==> config.mk <==
export PLATFORM = sky130hd
export DESIGN_NAME = msx_cart_top
export DESIGN_NICKNAME = d
export VERILOG_FILES = /design/src/hw/cart_pkg.sv /design/src/hw/cart_bus_responder.sv /design/src/hw/msx_bus_capture.sv /design/src/hw/msx_cart_top.sv /design/src/hw/sdc_regs.sv
export VERILOG_INCLUDE_DIRS = /design/src /design/src/hw
export SDC_FILE = /design/constraint.sdc
export NUM_CORES = 1
export LEC_CHECK = 0
export BUFFER_PORTS_ARGS = -buffer_cell sky130_fd_sc_hd__buf_2
export CORE_MARGIN = 5
export CORE_UTILIZATION = 55
export DETAILED_ROUTE_END_ITERATION = 8
export PLACE_DENSITY = 0.78
export SYNTH_ARGS = -nofsm -noshare
export SYNTH_HDL_FRONTEND = slang
export SYNTH_SLANG_ARGS = --single-unit
==> constraint.sdc <==
create_clock -name clk108_w -period 5.2 [get_ports clk108_w]
set_clock_uncertainty 0.05 [all_clocks]
set_input_delay 1.04 -clock clk108_w [delete_from_list [all_inputs] [get_ports clk108_w]]
set_output_delay 1.04 -clock clk108_w [all_outputs]
set_load 0.05 [all_outputs]
==> src/hw/cart_params.svh <==
`ifndef CART_PARAMS_SVH
`define CART_PARAMS_SVH

//////////////////////////////////////////////////
// cartridge bus widths
//////////////////////////////////////////////////

`define CART_ADDR_W       16          // z80 address bus
`define CART_DATA_W       8           // cd / mp byte lanes
`define CART_SECTOR_W     32          // sd block address

// mux rotation, two cycles per msel group
`define CART_PHASES       8

//////////////////////////////////////////////////
// sd controller window in the primary slot
//////////////////////////////////////////////////

`define SDC_ENABLE_ADDR   16'h7E00    // bit 0 opens the rest of the window
`define SDC_CMD_ADDR      16'h7E01    // 1 read, 2 write, 80h init
`define SDC_STATUS_ADDR   16'h7E02    // busy / timeout / crc
`define SDC_SADDR_ADDR    16'h7E03    // four bytes, lsb first
`define SDC_END_ADDR      16'h7EFF

// open bus value for anything not backed by a register
`define CART_IDLE_DATA    8'hFF

//////////////////////////////////////////////////
// i/o ports
//////////////////////////////////////////////////

`define MAPPER_PORT       8'h8F       // megaram type select

`endif

==> src/hw/cart_pkg.sv <==
`default_nettype none

`include "cart_params.svh"

package cart_pkg;

    // one entry per clock of the msel rotation
    typedef enum logic [$clog2(`CART_PHASES)-1:0] {
        LOW_SEL,        // msel_n 110, a0-a7 settling
        LOW_SAMPLE,
        HIGH_SEL,       // msel_n 101, a8-a15
        HIGH_SAMPLE,
        CTRL_SEL,       // msel_n 011, merq/iorq/rfsh/m1
        CTRL_SAMPLE,
        IDLE_SEL,       // nothing on mp, cycle is published here
        IDLE_WAIT
    } bus_phase_e;

    // demultiplexed view of one z80 bus cycle, all strobes active low
    typedef struct packed {
        logic [`CART_ADDR_W-1:0] addr;
        logic                    merq_n;
        logic                    iorq_n;
        logic                    m1_n;
        logic                    rfsh_n;
        logic                    rd_n;      // synchronized pin levels
        logic                    wr_n;
        logic                    sltsl_n;
    } bus_cycle_t;

    typedef enum logic [1:0] {
        SD_NONE  = 2'd0,
        SD_READ  = 2'd1,
        SD_WRITE = 2'd2,
        SD_INIT  = 2'd3
    } sd_op_e;

    // request handed to the sd engine
    typedef struct packed {
        sd_op_e                    op;
        logic [`CART_SECTOR_W-1:0] sector;
    } sd_cmd_t;

    // encodings follow the port 8fh convention
    typedef enum logic [1:0] {
        MAP_KONAMI     = 2'd0,
        MAP_KONAMI_SCC = 2'd1,
        MAP_ASCII16    = 2'd2,
        MAP_ASCII8     = 2'd3
    } mapper_type_e;

endpackage

`default_nettype wire

==> src/hw/cart_bus_responder.sv <==
`default_nettype none

`include "cart_params.svh"

module cart_bus_responder (
    input  wire                      clk108_w,
    input  wire                      ram_enabled_w,
    input  wire cart_pkg::bus_cycle_t cycle,
    input  wire                      cycle_valid,
    input  wire  [`CART_DATA_W-1:0]  data_in,
    input  wire  [`CART_DATA_W-1:0]  sdc_rdata,
    input  wire                      sdc_hit,
    output logic [`CART_DATA_W-1:0]  cd_out,
    output logic                     datadir,
    output logic                     busdir_n,
    output cart_pkg::mapper_type_e   mapper_type,
    output logic                     scc_enable
);

    import cart_pkg::*;

    logic port_wr;

    //////////////////////////////////////////////////
    // mapper type port
    //////////////////////////////////////////////////

    // plain i/o write, not an interrupt ack
    assign port_wr = cycle_valid && !cycle.iorq_n && cycle.m1_n && !cycle.wr_n
                     && (cycle.addr[7:0] == `MAPPER_PORT);

    always_ff @(posedge clk108_w or negedge ram_enabled_w) begin
        if (!ram_enabled_w) begin
            mapper_type <= MAP_KONAMI;
            scc_enable  <= 1'b0;
        end else if (port_wr) begin
            case (data_in)
                8'h05: begin
                    mapper_type <= MAP_KONAMI_SCC;
                    scc_enable  <= 1'b1;
                end
                8'h16: begin
                    mapper_type <= MAP_ASCII16;
                    scc_enable  <= 1'b0;
                end
                8'h08: begin
                    mapper_type <= MAP_ASCII8;
                    scc_enable  <= 1'b0;
                end
                default: begin      // anything else falls back to konami
                    mapper_type <= MAP_KONAMI;
                    scc_enable  <= 1'b0;
                end
            endcase
        end
    end

    //////////////////////////////////////////////////
    // cartridge data bus
    //////////////////////////////////////////////////

    always_ff @(posedge clk108_w) begin
        if (cycle_valid) begin
            cd_out <= sdc_hit ? sdc_rdata : `CART_IDLE_DATA;
        end
    end

    // drive cd only for a decoded read, let go as soon as rd or sltsl rise
    always_ff @(posedge clk108_w or negedge ram_enabled_w) begin
        if (!ram_enabled_w) begin
            datadir <= 1'b1;
        end else if (cycle.rd_n || cycle.sltsl_n) begin
            datadir <= 1'b1;
        end else if (cycle_valid && sdc_hit) begin
            datadir <= 1'b0;        // same edge as cd_out
        end
    end

    // no i/o read port here, so the slot buffer never turns for iorq
    assign busdir_n = 1'b1;

endmodule

`default_nettype wire

==> src/hw/msx_bus_capture.sv <==
`default_nettype none

`include "cart_params.svh"

module msx_bus_capture (
    input  wire                      clk108_w,
    input  wire                      ram_enabled_w,
    input  wire  [`CART_DATA_W-1:0]  mp,
    input  wire                      rd_n,
    input  wire                      wr_n,
    input  wire                      sltsl_n,
    output logic [2:0]               msel_n,
    output cart_pkg::bus_cycle_t     cycle,
    output logic                     cycle_valid
);

    import cart_pkg::*;

    bus_phase_e             phase;
    bus_phase_e             phase_next;
    logic [2:0]             sel_next;
    logic [7:0]             addr_lo;
    logic [7:0]             addr_hi;
    logic [`CART_ADDR_W-1:0] addr_q;
    logic [3:0]             ctrl_q;         // {m1_n, rfsh_n, iorq_n, merq_n}
    logic [2:0]             strobe_meta;
    logic [2:0]             strobe_sync;    // {rd_n, wr_n, sltsl_n}

    //////////////////////////////////////////////////
    // phase rotation and mux select
    //////////////////////////////////////////////////

    assign phase_next = bus_phase_e'(phase + 3'd1);

    // select for the phase we are about to enter
    always_comb begin
        case (phase_next)
            LOW_SEL, LOW_SAMPLE:   sel_next = 3'b110;
            HIGH_SEL, HIGH_SAMPLE: sel_next = 3'b101;
            CTRL_SEL, CTRL_SAMPLE: sel_next = 3'b011;
            default:               sel_next = 3'b111;
        endcase
    end

    always_ff @(posedge clk108_w or negedge ram_enabled_w) begin
        if (!ram_enabled_w) begin
            phase  <= IDLE_WAIT;    // first edge lands on LOW_SEL
            msel_n <= 3'b111;
        end else begin
            phase  <= phase_next;
            msel_n <= sel_next;
        end
    end

    //////////////////////////////////////////////////
    // byte capture off the shared mp pins
    //////////////////////////////////////////////////

    // second cycle of each pair, mux output has settled by then
    always_ff @(posedge clk108_w) begin
        if (phase == LOW_SAMPLE) begin
            addr_lo <= mp;
        end
        if (phase == HIGH_SAMPLE) begin
            addr_hi <= mp;
        end
        if (phase == CTRL_SAMPLE) begin
            addr_q <= {addr_hi, addr_lo};  // published with the control byte
        end
    end

    always_ff @(posedge clk108_w or negedge ram_enabled_w) begin
        if (!ram_enabled_w) begin
            ctrl_q <= 4'b1111;              // all inactive
        end else if (phase == CTRL_SAMPLE) begin
            ctrl_q <= {mp[7], mp[5], mp[1], mp[0]};
        end
    end

    // rd/wr/sltsl come straight from the slot, double flop them
    always_ff @(posedge clk108_w or negedge ram_enabled_w) begin
        if (!ram_enabled_w) begin
            strobe_meta <= 3'b111;
            strobe_sync <= 3'b111;
        end else begin
            strobe_meta <= {rd_n, wr_n, sltsl_n};
            strobe_sync <= strobe_meta;
        end
    end

    always_comb begin
        cycle.addr    = addr_q;
        cycle.merq_n  = ctrl_q[0];
        cycle.iorq_n  = ctrl_q[1];
        cycle.rfsh_n  = ctrl_q[2];
        cycle.m1_n    = ctrl_q[3];
        cycle.rd_n    = strobe_sync[2];
        cycle.wr_n    = strobe_sync[1];
        cycle.sltsl_n = strobe_sync[0];
    end

    assign cycle_valid = (phase == IDLE_SEL);   // once per rotation

endmodule

`default_nettype wire

==> src/hw/msx_cart_top.sv <==
`default_nettype none

`include "cart_params.svh"

module msx_cart_top (
    input  wire                      clk108_w,
    input  wire                      ram_enabled_w,
    // slot side
    input  wire  [`CART_DATA_W-1:0]  mp,
    output logic [2:0]               msel_n,
    input  wire                      rd_n,
    input  wire                      wr_n,
    input  wire                      sltsl_n,
    input  wire  [`CART_DATA_W-1:0]  cd_in,
    output logic [`CART_DATA_W-1:0]  cd_out,
    output logic                     datadir,
    output logic                     busdir_n,
    output cart_pkg::mapper_type_e   mapper_type,
    output logic                     scc_enable,
    // sd engine side
    output cart_pkg::sd_cmd_t        sd_req,
    output logic                     sd_req_valid,
    input  wire                      sd_req_ready,
    input  wire                      sd_busy,
    input  wire                      sd_crc_error,
    input  wire                      sd_timeout_error,
    output logic                     sd_enabled
);

    import cart_pkg::*;

    bus_cycle_t              cycle;
    logic                    cycle_valid;
    logic [`CART_DATA_W-1:0] sdc_rdata;
    logic                    sdc_hit;

    msx_bus_capture i_msx_bus_capture (
        .clk108_w     (clk108_w),
        .ram_enabled_w(ram_enabled_w),
        .mp           (mp),
        .rd_n         (rd_n),
        .wr_n         (wr_n),
        .sltsl_n      (sltsl_n),
        .msel_n       (msel_n),
        .cycle        (cycle),
        .cycle_valid  (cycle_valid)
    );

    sdc_regs i_sdc_regs (
        .clk108_w        (clk108_w),
        .ram_enabled_w   (ram_enabled_w),
        .cycle           (cycle),
        .cycle_valid     (cycle_valid),
        .data_in         (cd_in),
        .sd_req_ready    (sd_req_ready),
        .sd_busy         (sd_busy),
        .sd_crc_error    (sd_crc_error),
        .sd_timeout_error(sd_timeout_error),
        .sd_req          (sd_req),
        .sd_req_valid    (sd_req_valid),
        .sdc_rdata       (sdc_rdata),
        .sdc_hit         (sdc_hit),
        .sd_enabled      (sd_enabled)
    );

    cart_bus_responder i_cart_bus_responder (
        .clk108_w     (clk108_w),
        .ram_enabled_w(ram_enabled_w),
        .cycle        (cycle),
        .cycle_valid  (cycle_valid),
        .data_in      (cd_in),
        .sdc_rdata    (sdc_rdata),
        .sdc_hit      (sdc_hit),
        .cd_out       (cd_out),
        .datadir      (datadir),
        .busdir_n     (busdir_n),
        .mapper_type  (mapper_type),
        .scc_enable   (scc_enable)
    );

endmodule

`default_nettype wire

==> src/hw/sdc_regs.sv <==
`default_nettype none

`include "cart_params.svh"

module sdc_regs (
    input  wire                      clk108_w,
    input  wire                      ram_enabled_w,
    input  wire cart_pkg::bus_cycle_t cycle,
    input  wire                      cycle_valid,
    input  wire  [`CART_DATA_W-1:0]  data_in,
    input  wire                      sd_req_ready,
    input  wire                      sd_busy,
    input  wire                      sd_crc_error,
    input  wire                      sd_timeout_error,
    output cart_pkg::sd_cmd_t        sd_req,
    output logic                     sd_req_valid,
    output logic [`CART_DATA_W-1:0]  sdc_rdata,
    output logic                     sdc_hit,
    output logic                     sd_enabled
);

    import cart_pkg::*;

    logic                      win_sel;
    logic                      win_hit;
    logic                      wr_seen;
    logic                      wr_first;
    logic                      req_stall;
    logic                      cmd_accept;
    logic                      enable_q;
    logic [`CART_SECTOR_W-1:0] sector_q;
    sd_op_e                    cmd_op;

    //////////////////////////////////////////////////
    // window decode
    //////////////////////////////////////////////////

    assign win_sel = !cycle.sltsl_n && !cycle.merq_n && cycle.iorq_n && cycle.m1_n
                     && (cycle.addr >= `SDC_ENABLE_ADDR) && (cycle.addr <= `SDC_END_ADDR);
    assign win_hit = win_sel && enable_q;

    // the same write is seen on every rotation while wr_n stays low
    always_ff @(posedge clk108_w or negedge ram_enabled_w) begin
        if (!ram_enabled_w) begin
            wr_seen <= 1'b0;
        end else if (cycle.wr_n) begin
            wr_seen <= 1'b0;
        end else if (cycle_valid) begin
            wr_seen <= 1'b1;
        end
    end

    assign wr_first = cycle_valid && !cycle.wr_n && !wr_seen;

    // lowest set bit wins
    always_comb begin
        if (data_in[0]) begin
            cmd_op = SD_READ;
        end else if (data_in[1]) begin
            cmd_op = SD_WRITE;
        end else if (data_in[7]) begin
            cmd_op = SD_INIT;
        end else begin
            cmd_op = SD_NONE;
        end
    end

    assign req_stall  = sd_req_valid && !sd_req_ready;    // engine still holding us off
    assign cmd_accept = wr_first && win_hit && (cycle.addr == `SDC_CMD_ADDR)
                        && !req_stall && (cmd_op != SD_NONE);

    //////////////////////////////////////////////////
    // registers and request channel
    //////////////////////////////////////////////////

    always_ff @(posedge clk108_w or negedge ram_enabled_w) begin
        if (!ram_enabled_w) begin
            enable_q     <= 1'b0;
            sd_req_valid <= 1'b0;
        end else begin
            if (sd_req_valid && sd_req_ready) begin
                sd_req_valid <= 1'b0;
            end
            if (cmd_accept) begin
                sd_req_valid <= 1'b1;   // wins over a same-edge transfer
            end
            if (wr_first && win_sel && (cycle.addr == `SDC_ENABLE_ADDR)) begin
                enable_q <= data_in[0];
            end
        end
    end

    always_ff @(posedge clk108_w) begin
        if (wr_first && win_hit) begin
            case (cycle.addr)
                `SDC_SADDR_ADDR + 16'd0: sector_q[7:0]   <= data_in;
                `SDC_SADDR_ADDR + 16'd1: sector_q[15:8]  <= data_in;
                `SDC_SADDR_ADDR + 16'd2: sector_q[23:16] <= data_in;
                `SDC_SADDR_ADDR + 16'd3: sector_q[31:24] <= data_in;
                default: ;
            endcase
        end
        if (cmd_accept) begin
            sd_req.op     <= cmd_op;
            sd_req.sector <= sector_q;  // snapshot, later saddr writes don't move it
        end
    end

    // read mux, the responder registers it
    always_comb begin
        case (cycle.addr)
            `SDC_ENABLE_ADDR:        sdc_rdata = {7'b0, enable_q};
            `SDC_STATUS_ADDR:        sdc_rdata = {sd_busy, 5'b0, sd_timeout_error, sd_crc_error};
            `SDC_SADDR_ADDR + 16'd0: sdc_rdata = sector_q[7:0];
            `SDC_SADDR_ADDR + 16'd1: sdc_rdata = sector_q[15:8];
            `SDC_SADDR_ADDR + 16'd2: sdc_rdata = sector_q[23:16];
            `SDC_SADDR_ADDR + 16'd3: sdc_rdata = sector_q[31:24];
            default:                 sdc_rdata = `CART_IDLE_DATA;
        endcase
    end

    assign sdc_hit    = win_hit && !cycle.rd_n;
    assign sd_enabled = enable_q;

endmodule

`default_nettype wire
==> impl_metrics.prom, run 1 <==
# TYPE chip_impl_metric gauge
chip_impl_info{name="outcome",value="complete, no violations"} 1
chip_impl_metric{name="mappedNetlistNets",unit=""} 315
chip_impl_metric{name="fin_setup_tns",unit="ps"} 0
chip_impl_info{name="critPathCapture",value="i_sdc_regs.sector_q[13]"} 1
chip_impl_info{name="crit_path_cell_trace",value="nor4b_2, nor4b_2, nand3_1, nor3_1"} 1
chip_impl_metric{name="layout_setup_ws",unit="ps"} 1916
chip_impl_metric{name="avgSynthCellArea",unit="um^2"} 16.97
chip_impl_metric{name="die_w",unit="um"} 103.5
chip_impl_metric{name="max_freq",unit="GHz"} 0.3045
chip_impl_metric{name="post_route_cells_drive_above_1_share",unit="%"} 36.91
chip_impl_metric{name="synth-seq-cells",unit=""} 128
chip_impl_info{name="criticalPathCategory",value="reg2reg"} 1
chip_impl_metric{name="drc_violations_left",unit=""} 0
chip_impl_info{name="grt_setup_unrepaired",value="false"} 1
chip_impl_metric{name="hold_viol",unit=""} 0
chip_impl_metric{name="detailroute.via_count",unit=""} 2830
chip_impl_metric{name="cts_post_setup_buffers_inserted",unit=""} 0
chip_impl_metric{name="worst_r2r_path_depth",unit=""} 4
chip_impl_info{name="tritoncts_clock_tree",value="done"} 1
chip_impl_metric{name="area_delta_synth_final",unit="%"} 21.88
chip_impl_metric{name="via_count_of_the_first_global_routing_pass",unit=""} 2720
chip_impl_metric{name="max_transition_viols_final",unit=""} 0
chip_impl_metric{name="wl_per_cell",unit="um"} 19.27
chip_impl_metric{name="clock_tree.htree_level_count",unit=""} 4
chip_impl_metric{name="core_area",unit="um^2"} 8636
chip_impl_info{name="min_path_type",value="reg2reg"} 1
chip_impl_metric{name="clk_transition_reported_paths",unit="ps"} 60
chip_impl_metric{name="antennaDiodeCount",unit=""} 0
chip_impl_metric{name="drt_iter0_drc",unit=""} 270
chip_impl_metric{name="design.die.area",unit="um^2"} 10700
chip_impl_metric{name="finalNetCount",unit=""} 401
chip_impl_info{name="critical_path.reg2reg.startpoint",value="i_msx_bus_capture.addr_q[2]"} 1
chip_impl_metric{name="pre_cts_ws",unit="ps"} 1955
chip_impl_metric{name="relSlewSlack",unit="%"} 9.626
chip_impl_info{name="worst_path_max_delay_cell",value="sky130_fd_sc_hd__nor3_1"} 1
chip_impl_metric{name="grt_pass1_wl",unit="um"} 14320
chip_impl_metric{name="synth.yosys.seq_area_share",unit="%"} 78.15
chip_impl_metric{name="syn_area",unit="um^2"} 4803
chip_impl_metric{name="route.antenna.remaining_nets",unit=""} 0
chip_impl_metric{name="switchingPower",unit="mW"} 0.4783
chip_impl_metric{name="total_leakage_power",unit="nW"} 2.108
chip_impl_metric{name="cellPowerDensity",unit="nW/um^2"} 383.9
chip_impl_metric{name="crit_buf_inv",unit=""} 0
chip_impl_metric{name="cts-hold-fix-buffers",unit=""} 0
chip_impl_metric{name="track_usage",unit="%"} 18.88
chip_impl_metric{name="reg2reg_slack",unit="ps"} 1920
chip_impl_metric{name="grt_antenna_before_repair",unit=""} 0
chip_impl_metric{name="grt_max_degree",unit=""} 35
chip_impl_info{name="cp-start-kind",value="register"} 1
chip_impl_metric{name="layout_min_cycle_time",unit="ps"} 3284
chip_impl_metric{name="seq_power_share",unit="%"} 49.6
chip_impl_info{name="critPathCaptureType",value="register"} 1
chip_impl_metric{name="start_util",unit="%"} 55.62
chip_impl_metric{name="tightestPinTransition",unit="ps"} 1345
chip_impl_metric{name="comb_power_share",unit="%"} 1.4
chip_impl_info{name="reg2reg_to",value="i_sdc_regs.sector_q[13]"} 1
chip_impl_metric{name="yosysWarnings",unit=""} 0
chip_impl_metric{name="place.detailed.hpwl",unit="um"} 6671
chip_impl_metric{name="cp_slowest_stage_delay",unit="ps"} 1060
chip_impl_metric{name="period_share",unit="%"} 63.16
chip_impl_metric{name="clock_tree.buffer_depth",unit=""} 2
chip_impl_metric{name="crit_cells",unit=""} 4
chip_impl_metric{name="post_cts_gate_resize_count",unit=""} 0
chip_impl_metric{name="drv.max_cap_violation_count",unit=""} 0
chip_impl_info{name="cpMostUsedCell",value="sky130_fd_sc_hd__nor4b_2"} 1
chip_impl_metric{name="synth_cell_types",unit=""} 43
chip_impl_metric{name="async_reset_ff_share",unit="%"} 17.19
chip_impl_metric{name="path_max_fanout",unit=""} 13
chip_impl_metric{name="post_drt_via_cell_ratio",unit=""} 5.776
chip_impl_metric{name="global_route.overflow_total",unit=""} 0
chip_impl_metric{name="vdd_drop_max",unit="uV"} 328.2
chip_impl_metric{name="io-pin-count",unit=""} 77
chip_impl_metric{name="p_clk_share",unit="%"} 49.0
chip_impl_metric{name="clk-insertion-delay-late",unit="ps"} 510
chip_impl_metric{name="numCtsBuffers",unit=""} 17
chip_impl_info{name="dominantRegCellSynth",value="sky130_fd_sc_hd__edfxtp_1"} 1
chip_impl_metric{name="drt_pre_antenna_iters",unit=""} 5
chip_impl_metric{name="internal_power",unit="mW"} 1.769
chip_impl_info{name="worst_setup_path_startpoint",value="i_msx_bus_capture.addr_q[2]"} 1
chip_impl_metric{name="cts.sink_count",unit=""} 128
chip_impl_metric{name="synth_enable_flop_cells",unit=""} 106
chip_impl_metric{name="syn-instance-count",unit=""} 283
chip_impl_metric{name="die_h",unit="um"} 103.5
chip_impl_info{name="cts-root-buf",value="sky130_fd_sc_hd__clkbuf_8"} 1
chip_impl_metric{name="wirelength",unit="um"} 9440
chip_impl_metric{name="postLayoutCoreUtil",unit="%"} 67.79
chip_impl_metric{name="data_arrival_at_the_endpoint_of_the_critical_path",unit="ps"} 3350
chip_impl_metric{name="worstPathRequired",unit="ps"} 5270
chip_impl_metric{name="std_cell_rows",unit=""} 34
chip_impl_metric{name="switching_share",unit="%"} 21.28
chip_impl_metric{name="place_congestion",unit=""} 0.8488
chip_impl_metric{name="report.final.setup_viol",unit=""} 0
chip_impl_metric{name="place.port_buffers",unit=""} 75
chip_impl_info{name="crit_family",value="simple AND/OR/NAND/NOR gates"} 1
==> Yosys cell counts, types with 7 or more instances <==
| master | n | area share (%) |
|---|---|---|
| sky130_fd_sc_hd__nand3b_1 | 7 | 1.1 |
| sky130_fd_sc_hd__dfstp_2 | 16 | 8.8 |
| sky130_fd_sc_hd__nor3_1 | 8 | 0.83 |
| sky130_fd_sc_hd__nand2_1 | 15 | 1.2 |
| sky130_fd_sc_hd__nor2_1 | 18 | 1.4 |
| sky130_fd_sc_hd__edfxtp_1 | 106 | 66 |
| sky130_fd_sc_hd__ha_1 | 7 | 1.8 |
| sky130_fd_sc_hd__inv_1 | 9 | 0.70 |
| sky130_fd_sc_hd__mux2_2 | 9 | 2.1 |
| sky130_fd_sc_hd__mux2i_1 | 9 | 1.9 |
| sky130_fd_sc_hd__or4_1 | 7 | 1.1 |
==> cell families (layout without fill, tap and decap cells) <==
logic type               count (synthesis)  after routing  share of synthesized area (%)
AO/OA/AOI/OAI                           21             21                          2.944
multiplexers                            18             18                          3.986
flip-flops                             128            128                          78.15
adder cells (fa/ha/maj)                  7              7                          1.823
XOR/XNOR                                 1              1                         0.1824
other                                    1              1                        0.07807
AND/OR/NAND/NOR                         90             90                          11.44
buffers and inverters                   17            116                          1.407
==> worst min path at each step <==
stage | startpoint | end | slack (ps) | depth (start not counted)
2_1_floorplan | i_msx_bus_capture.strobe_meta[0] | i_msx_bus_capture.strobe_sync[0] | 300 | 0
3_3_place_gp | i_msx_bus_capture.strobe_meta[2] | i_msx_bus_capture.strobe_sync[2] | 300 | 0
3_5_place_dp | i_msx_bus_capture.strobe_meta[0] | i_msx_bus_capture.strobe_sync[0] | 300 | 0
4_1_cts | i_msx_bus_capture.strobe_meta[0] | i_msx_bus_capture.strobe_sync[0] | 310 | 0
5_1_grt | i_msx_bus_capture.strobe_meta[0] | i_msx_bus_capture.strobe_sync[0] | 320 | 0
6_report | i_msx_bus_capture.strobe_meta[0] | i_msx_bus_capture.strobe_sync[0] | 310 | 0
==> layout make-up <==
type / count / area [um^2]
Fill cell: 567 / 2781
Tap cell: 108 / 135.1
Inverter: 9 / 33.78
Timing Repair Buffer: 75 / 375.4
Clock inverter: 15 / 148.9
Sequential cell: 128 / 3754
Multi-Input combinational cell: 138 / 993.5
Clock buffer: 17 / 414.1
==> routing by layer <==
metal	share of wire, %	wire length, um	GRT usage [%]	up-vias
li1	-	-	-	1270
met1	37	3531	21.71	1383
met2	51	4776	31.52	156
met3	9.7	917	7.378	21
met4	2.3	214	8.068	0
met5	0	0	0	-
==> cell usage in the layout (no fill, tap or decap), types with 8 or more instances in the layout <==
cell                        synthesis  layout
sky130_fd_sc_hd__nor3_1             8       8
sky130_fd_sc_hd__mux2_2             9       9
sky130_fd_sc_hd__edfxtp_1         106     106
sky130_fd_sc_hd__nand2_1           15      15
sky130_fd_sc_hd__buf_2              0      75
sky130_fd_sc_hd__nor2_1            18      18
sky130_fd_sc_hd__clkbuf_16          0      16
sky130_fd_sc_hd__inv_1              9       9
sky130_fd_sc_hd__dfstp_2           16      16
sky130_fd_sc_hd__mux2i_1            9       9
==> through the flow <==
| stage | hold WS (ps) | power (mW) | cell area [um^2] | std cells |
|---|---|---|---|---|
| 6_report | 307.4 | 2.247 | 5854 | 490 |
| 5_1_grt | 316.3 | 2.315 | 5854 | 490 |
| 4_1_cts | 309.2 | 2.266 | 5854 | 490 |
| 3_5_place_dp | 299.6 | 1.166 | 5291 | 458 |
| 3_3_place_gp | 295.4 | 1.165 | 5291 | 458 |
| 2_1_floorplan | 295.2 | 1.143 | 4803 | 283 |
==> power groups by stage <==
| stage | combinational, mW | sequential [mW] | clock [mW] |
|---|---|---|---|
| 3_3_place_gp | 0.0306 | 1.13 | 0 |
| 4_1_cts | 0.0316 | 1.11 | 1.12 |
| 2_1_floorplan | 0.00845 | 1.13 | 0 |
| 5_1_grt | 0.0347 | 1.11 | 1.17 |
| 6_report | 0.0314 | 1.11 | 1.10 |
| 3_5_place_dp | 0.0313 | 1.13 | 0 |
==> state kept, by name (all words and copies together), names as in the netlist, 8 cells and up <==
signal	flops
i_sdc_regs.sd_req	34
i_sdc_regs.sector_q	32
i_msx_bus_capture.addr_q	16
i_cart_bus_responder.cd_out	8
i_msx_bus_capture.addr_hi	8
i_msx_bus_capture.addr_lo	8
No activity file was read; power rests on OpenSTA's default activity.
==> run 2, diff against run 1 <==
--- a/config.mk
+++ b/config.mk
@@ -8,9 +8,9 @@
 export LEC_CHECK = 0
 export BUFFER_PORTS_ARGS = -buffer_cell sky130_fd_sc_hd__buf_2
 export CORE_MARGIN = 5
-export CORE_UTILIZATION = 55
+export CORE_UTILIZATION = 50
 export DETAILED_ROUTE_END_ITERATION = 8
-export PLACE_DENSITY = 0.78
+export PLACE_DENSITY = 0.75
 export SYNTH_ARGS = -nofsm -noshare
 export SYNTH_HDL_FRONTEND = slang
 export SYNTH_SLANG_ARGS = --single-unit
==> constraint.sdc (replaced) <==
create_clock -name clk108_w -period 2.75 [get_ports clk108_w]
set_clock_uncertainty 0.05 [all_clocks]
set_input_delay 0.55 -clock clk108_w [delete_from_list [all_inputs] [get_ports clk108_w]]
set_output_delay 0.55 -clock clk108_w [all_outputs]
set_load 0.05 [all_outputs]
==> impl_metrics.prom, run 2 (synthesized netlist as in run 1, its figures left out) <==
# TYPE chip_impl_metric gauge
chip_impl_info{name="outcome",value="complete, no violations"} 1
chip_impl_metric{name="clock_tree.htree_level_count",unit=""} 4
chip_impl_metric{name="post_cts_gate_resize_count",unit=""} 0
chip_impl_metric{name="finalNetCount",unit=""} 412
chip_impl_metric{name="die_w",unit="um"} 108.0
chip_impl_info{name="critPathCaptureType",value="register"} 1
chip_impl_metric{name="start_util",unit="%"} 51.74
chip_impl_info{name="largest_register",value="i_sdc_regs.sd_req"} 1
chip_impl_metric{name="place_congestion",unit=""} 0.8396
chip_impl_metric{name="total_leakage_power",unit="nW"} 2.206
chip_impl_metric{name="max_freq",unit="GHz"} 0.4038
chip_impl_metric{name="numCtsBuffers",unit=""} 17
chip_impl_metric{name="p_clk_share",unit="%"} 51.4
chip_impl_metric{name="core_area",unit="um^2"} 9284
chip_impl_metric{name="postLayoutCoreUtil",unit="%"} 65.03
chip_impl_info{name="reg2reg_to",value="i_sdc_regs.sector_q[30]"} 1
chip_impl_metric{name="cts_post_setup_buffers_inserted",unit=""} 0
chip_impl_metric{name="largest_reg_flops",unit=""} 34
chip_impl_metric{name="grt_antenna_before_repair",unit=""} 0
chip_impl_metric{name="post_route_cells_drive_above_1_share",unit="%"} 38.17
chip_impl_metric{name="internal_power",unit="mW"} 3.610
chip_impl_metric{name="global_route.overflow_total",unit=""} 0
chip_impl_metric{name="clock_tree.buffer_depth",unit=""} 2
chip_impl_metric{name="path_max_fanout",unit=""} 8
chip_impl_metric{name="reg2reg_slack",unit="ps"} 270
chip_impl_metric{name="grt_max_degree",unit=""} 35
chip_impl_metric{name="report.final.setup_viol",unit=""} 0
chip_impl_metric{name="post_drt_via_cell_ratio",unit=""} 5.335
chip_impl_metric{name="clk-insertion-delay-late",unit="ps"} 500
chip_impl_metric{name="worstPathRequired",unit="ps"} 2910
chip_impl_info{name="worst_path_max_delay_cell",value="sky130_fd_sc_hd__dfstp_2"} 1
chip_impl_metric{name="cts-hold-fix-buffers",unit=""} 1
chip_impl_metric{name="via_count_of_the_first_global_routing_pass",unit=""} 2715
chip_impl_metric{name="fin_total_pwr",unit="mW"} 4.459
chip_impl_metric{name="layout.area.seq",unit="um^2"} 3754
chip_impl_metric{name="wl_per_cell",unit="um"} 17.74
chip_impl_metric{name="dpl.cell_count",unit=""} 489
chip_impl_metric{name="switching_share",unit="%"} 19.05
chip_impl_metric{name="drv.max_cap_violation_count",unit=""} 0
chip_impl_info{name="tritoncts_clock_tree",value="done"} 1
chip_impl_info{name="criticalPathCategory",value="reg2reg"} 1
chip_impl_metric{name="grt_pass1_wl",unit="um"} 14490
chip_impl_metric{name="cellPowerDensity",unit="nW/um^2"} 738.7
chip_impl_info{name="grt_setup_unrepaired",value="false"} 1
chip_impl_info{name="most-common-layout-cells",value="106 x sky130_fd_sc_hd__edfxtp_1, 75 x sky130_fd_sc_hd__buf_2, 18 x sky130_fd_sc_hd__nor2_1, 16 x sky130_fd_sc_hd__clkbuf_16, 16 x sky130_fd_sc_hd__dfstp_2"} 1
chip_impl_metric{name="comb_power_share",unit="%"} 1.4
chip_impl_metric{name="place.port_buffers",unit=""} 75
chip_impl_metric{name="multiInputGateArea",unit="um^2"} 993.5
chip_impl_metric{name="max_transition_viols_final",unit=""} 0
chip_impl_metric{name="cts.sink_count",unit=""} 128
chip_impl_info{name="min_delay_worst_endpoint",value="i_msx_bus_capture.strobe_meta[1]"} 1
chip_impl_metric{name="data_arrival_at_the_endpoint_of_the_critical_path",unit="ps"} 2640
chip_impl_info{name="cp-start-kind",value="register"} 1
chip_impl_metric{name="drt_iter0_drc",unit=""} 247
chip_impl_metric{name="fillerInstances",unit=""} 638
chip_impl_metric{name="hold_viol",unit=""} 0
chip_impl_metric{name="detailroute.via_count",unit=""} 2785
chip_impl_metric{name="switchingPower",unit="mW"} 0.8495
chip_impl_info{name="startpoint_of_the_most_critical_hold_path",value="wr_n"} 1
chip_impl_metric{name="area_delta_synth_final",unit="%"} 25.68
chip_impl_metric{name="worst_r2r_path_depth",unit=""} 5
chip_impl_metric{name="design.die.area",unit="um^2"} 11670
chip_impl_metric{name="track_usage",unit="%"} 16.81
chip_impl_info{name="mostFrequentLayoutCell",value="sky130_fd_sc_hd__edfxtp_1"} 1
chip_impl_metric{name="place.detailed.hpwl",unit="um"} 6513
chip_impl_metric{name="drc_violations_left",unit=""} 0
chip_impl_metric{name="worstHoldPathCells",unit=""} 1
chip_impl_info{name="biggestRegsByFlops",value="i_sdc_regs.sd_req: 34 flops, i_sdc_regs.sector_q: 32 flops, i_msx_bus_capture.addr_q: 16 flops"} 1
chip_impl_metric{name="clk_transition_reported_paths",unit="ps"} 60
chip_impl_metric{name="seq_power_share",unit="%"} 47.3
chip_impl_info{name="min_path_type",value="in2reg"} 1
chip_impl_info{name="critical_path.reg2reg.startpoint",value="i_msx_bus_capture.ctrl_q[3]"} 1
chip_impl_metric{name="io-pin-count",unit=""} 77
chip_impl_metric{name="drt_pre_antenna_iters",unit=""} 4
chip_impl_metric{name="layout_min_cycle_time",unit="ps"} 2476
chip_impl_metric{name="relSlewSlack",unit="%"} 53.01
chip_impl_metric{name="std_cell_rows",unit=""} 35
chip_impl_info{name="crit_family",value="simple AND/OR/NAND/NOR gates"} 1
chip_impl_metric{name="fin_setup_tns",unit="ps"} 0
chip_impl_metric{name="post_layout_nonfiller_instances",unit=""} 522
chip_impl_metric{name="tightestPinTransition",unit="ps"} 703.4
chip_impl_info{name="cts-root-buf",value="sky130_fd_sc_hd__clkbuf_8"} 1
chip_impl_metric{name="period_share",unit="%"} 90.05
chip_impl_metric{name="route.antenna.remaining_nets",unit=""} 0
chip_impl_metric{name="wirelength",unit="um"} 9262
chip_impl_metric{name="vdd_drop_max",unit="uV"} 729.7
chip_impl_metric{name="antennaDiodeCount",unit=""} 0
chip_impl_metric{name="crit_buf_inv",unit=""} 1
chip_impl_metric{name="cp_slowest_stage_delay",unit="ps"} 540
chip_impl_info{name="crit_path_cell_trace",value="or4b_4, nor4_4, nand3_1, nor3b_1, buf_4"} 1
chip_impl_metric{name="die_h",unit="um"} 108.0
-- run 2: cell type report --
class | count | area share [%]
inverter | 9 | 0.5596
timing repair buffer | 86 | 7.834
multi-input combinational | 138 | 16.46
clock buffer | 18 | 6.922
tap | 129 | 2.674
clock inverter | 14 | 3.378
sequential | 128 | 62.18
-- run 2: metal layers --
layer / up-vias / global-route usage [%] / share of wire [%]
met5: - / 0 / 0
met4: 0 / 6.402 / 1.7
met3: 13 / 5.731 / 8.4
met2: 147 / 27.04 / 50
met1: 1343 / 21.22 / 40
li1: 1282 / - / -
-- run 2: worst max path at each step --
| stage | from | end | slack [ps] | cells past startpoint |
|---|---|---|---|---|
| 2_1_floorplan | i_msx_bus_capture.ctrl_q[3] | i_sdc_regs.sector_q[24] | 120 | 4 |
| 3_3_place_gp | i_msx_bus_capture.ctrl_q[3] | i_sdc_regs.sd_req[24] | 380 | 5 |
| 3_5_place_dp | i_msx_bus_capture.ctrl_q[3] | i_sdc_regs.sd_req[26] | 330 | 5 |
| 4_1_cts | i_msx_bus_capture.ctrl_q[3] | i_sdc_regs.sd_req[32] | 320 | 5 |
| 5_1_grt | i_msx_bus_capture.ctrl_q[3] | i_sdc_regs.sector_q[14] | 180 | 5 |
| 6_report | i_msx_bus_capture.ctrl_q[3] | i_sdc_regs.sector_q[30] | 270 | 5 |
-- run 2: through the flow --
stage                     hold slack (ps)  area (um^2)  setup WS [ps]
final                               92.42         6037          273.6
after global routing                61.40         6037          181.4
after CTS                           66.99         6037          316.9
after detailed placement            297.5         5405          331.1
after global placement              296.6         5405          382.8
after floorplan                     204.4         4815          116.4
-- run 2: worst reg2reg max path, delay by kind of cell, from the launching register on --
kind	cells	cell delay, ps
simple gates	4	1370
flops	1	540
buf+inv	1	220
-- run 2: power groups by stage --
stage	Combinational, mW	Clock, mW	Sequential [mW]
after detailed placement	0.0596	0	2.15
after global placement	0.0587	0	2.14
after floorplan	0.0164	0	2.15
after global routing	0.0664	2.44	2.11
after CTS	0.0610	2.33	2.11
final	0.0603	2.29	2.11
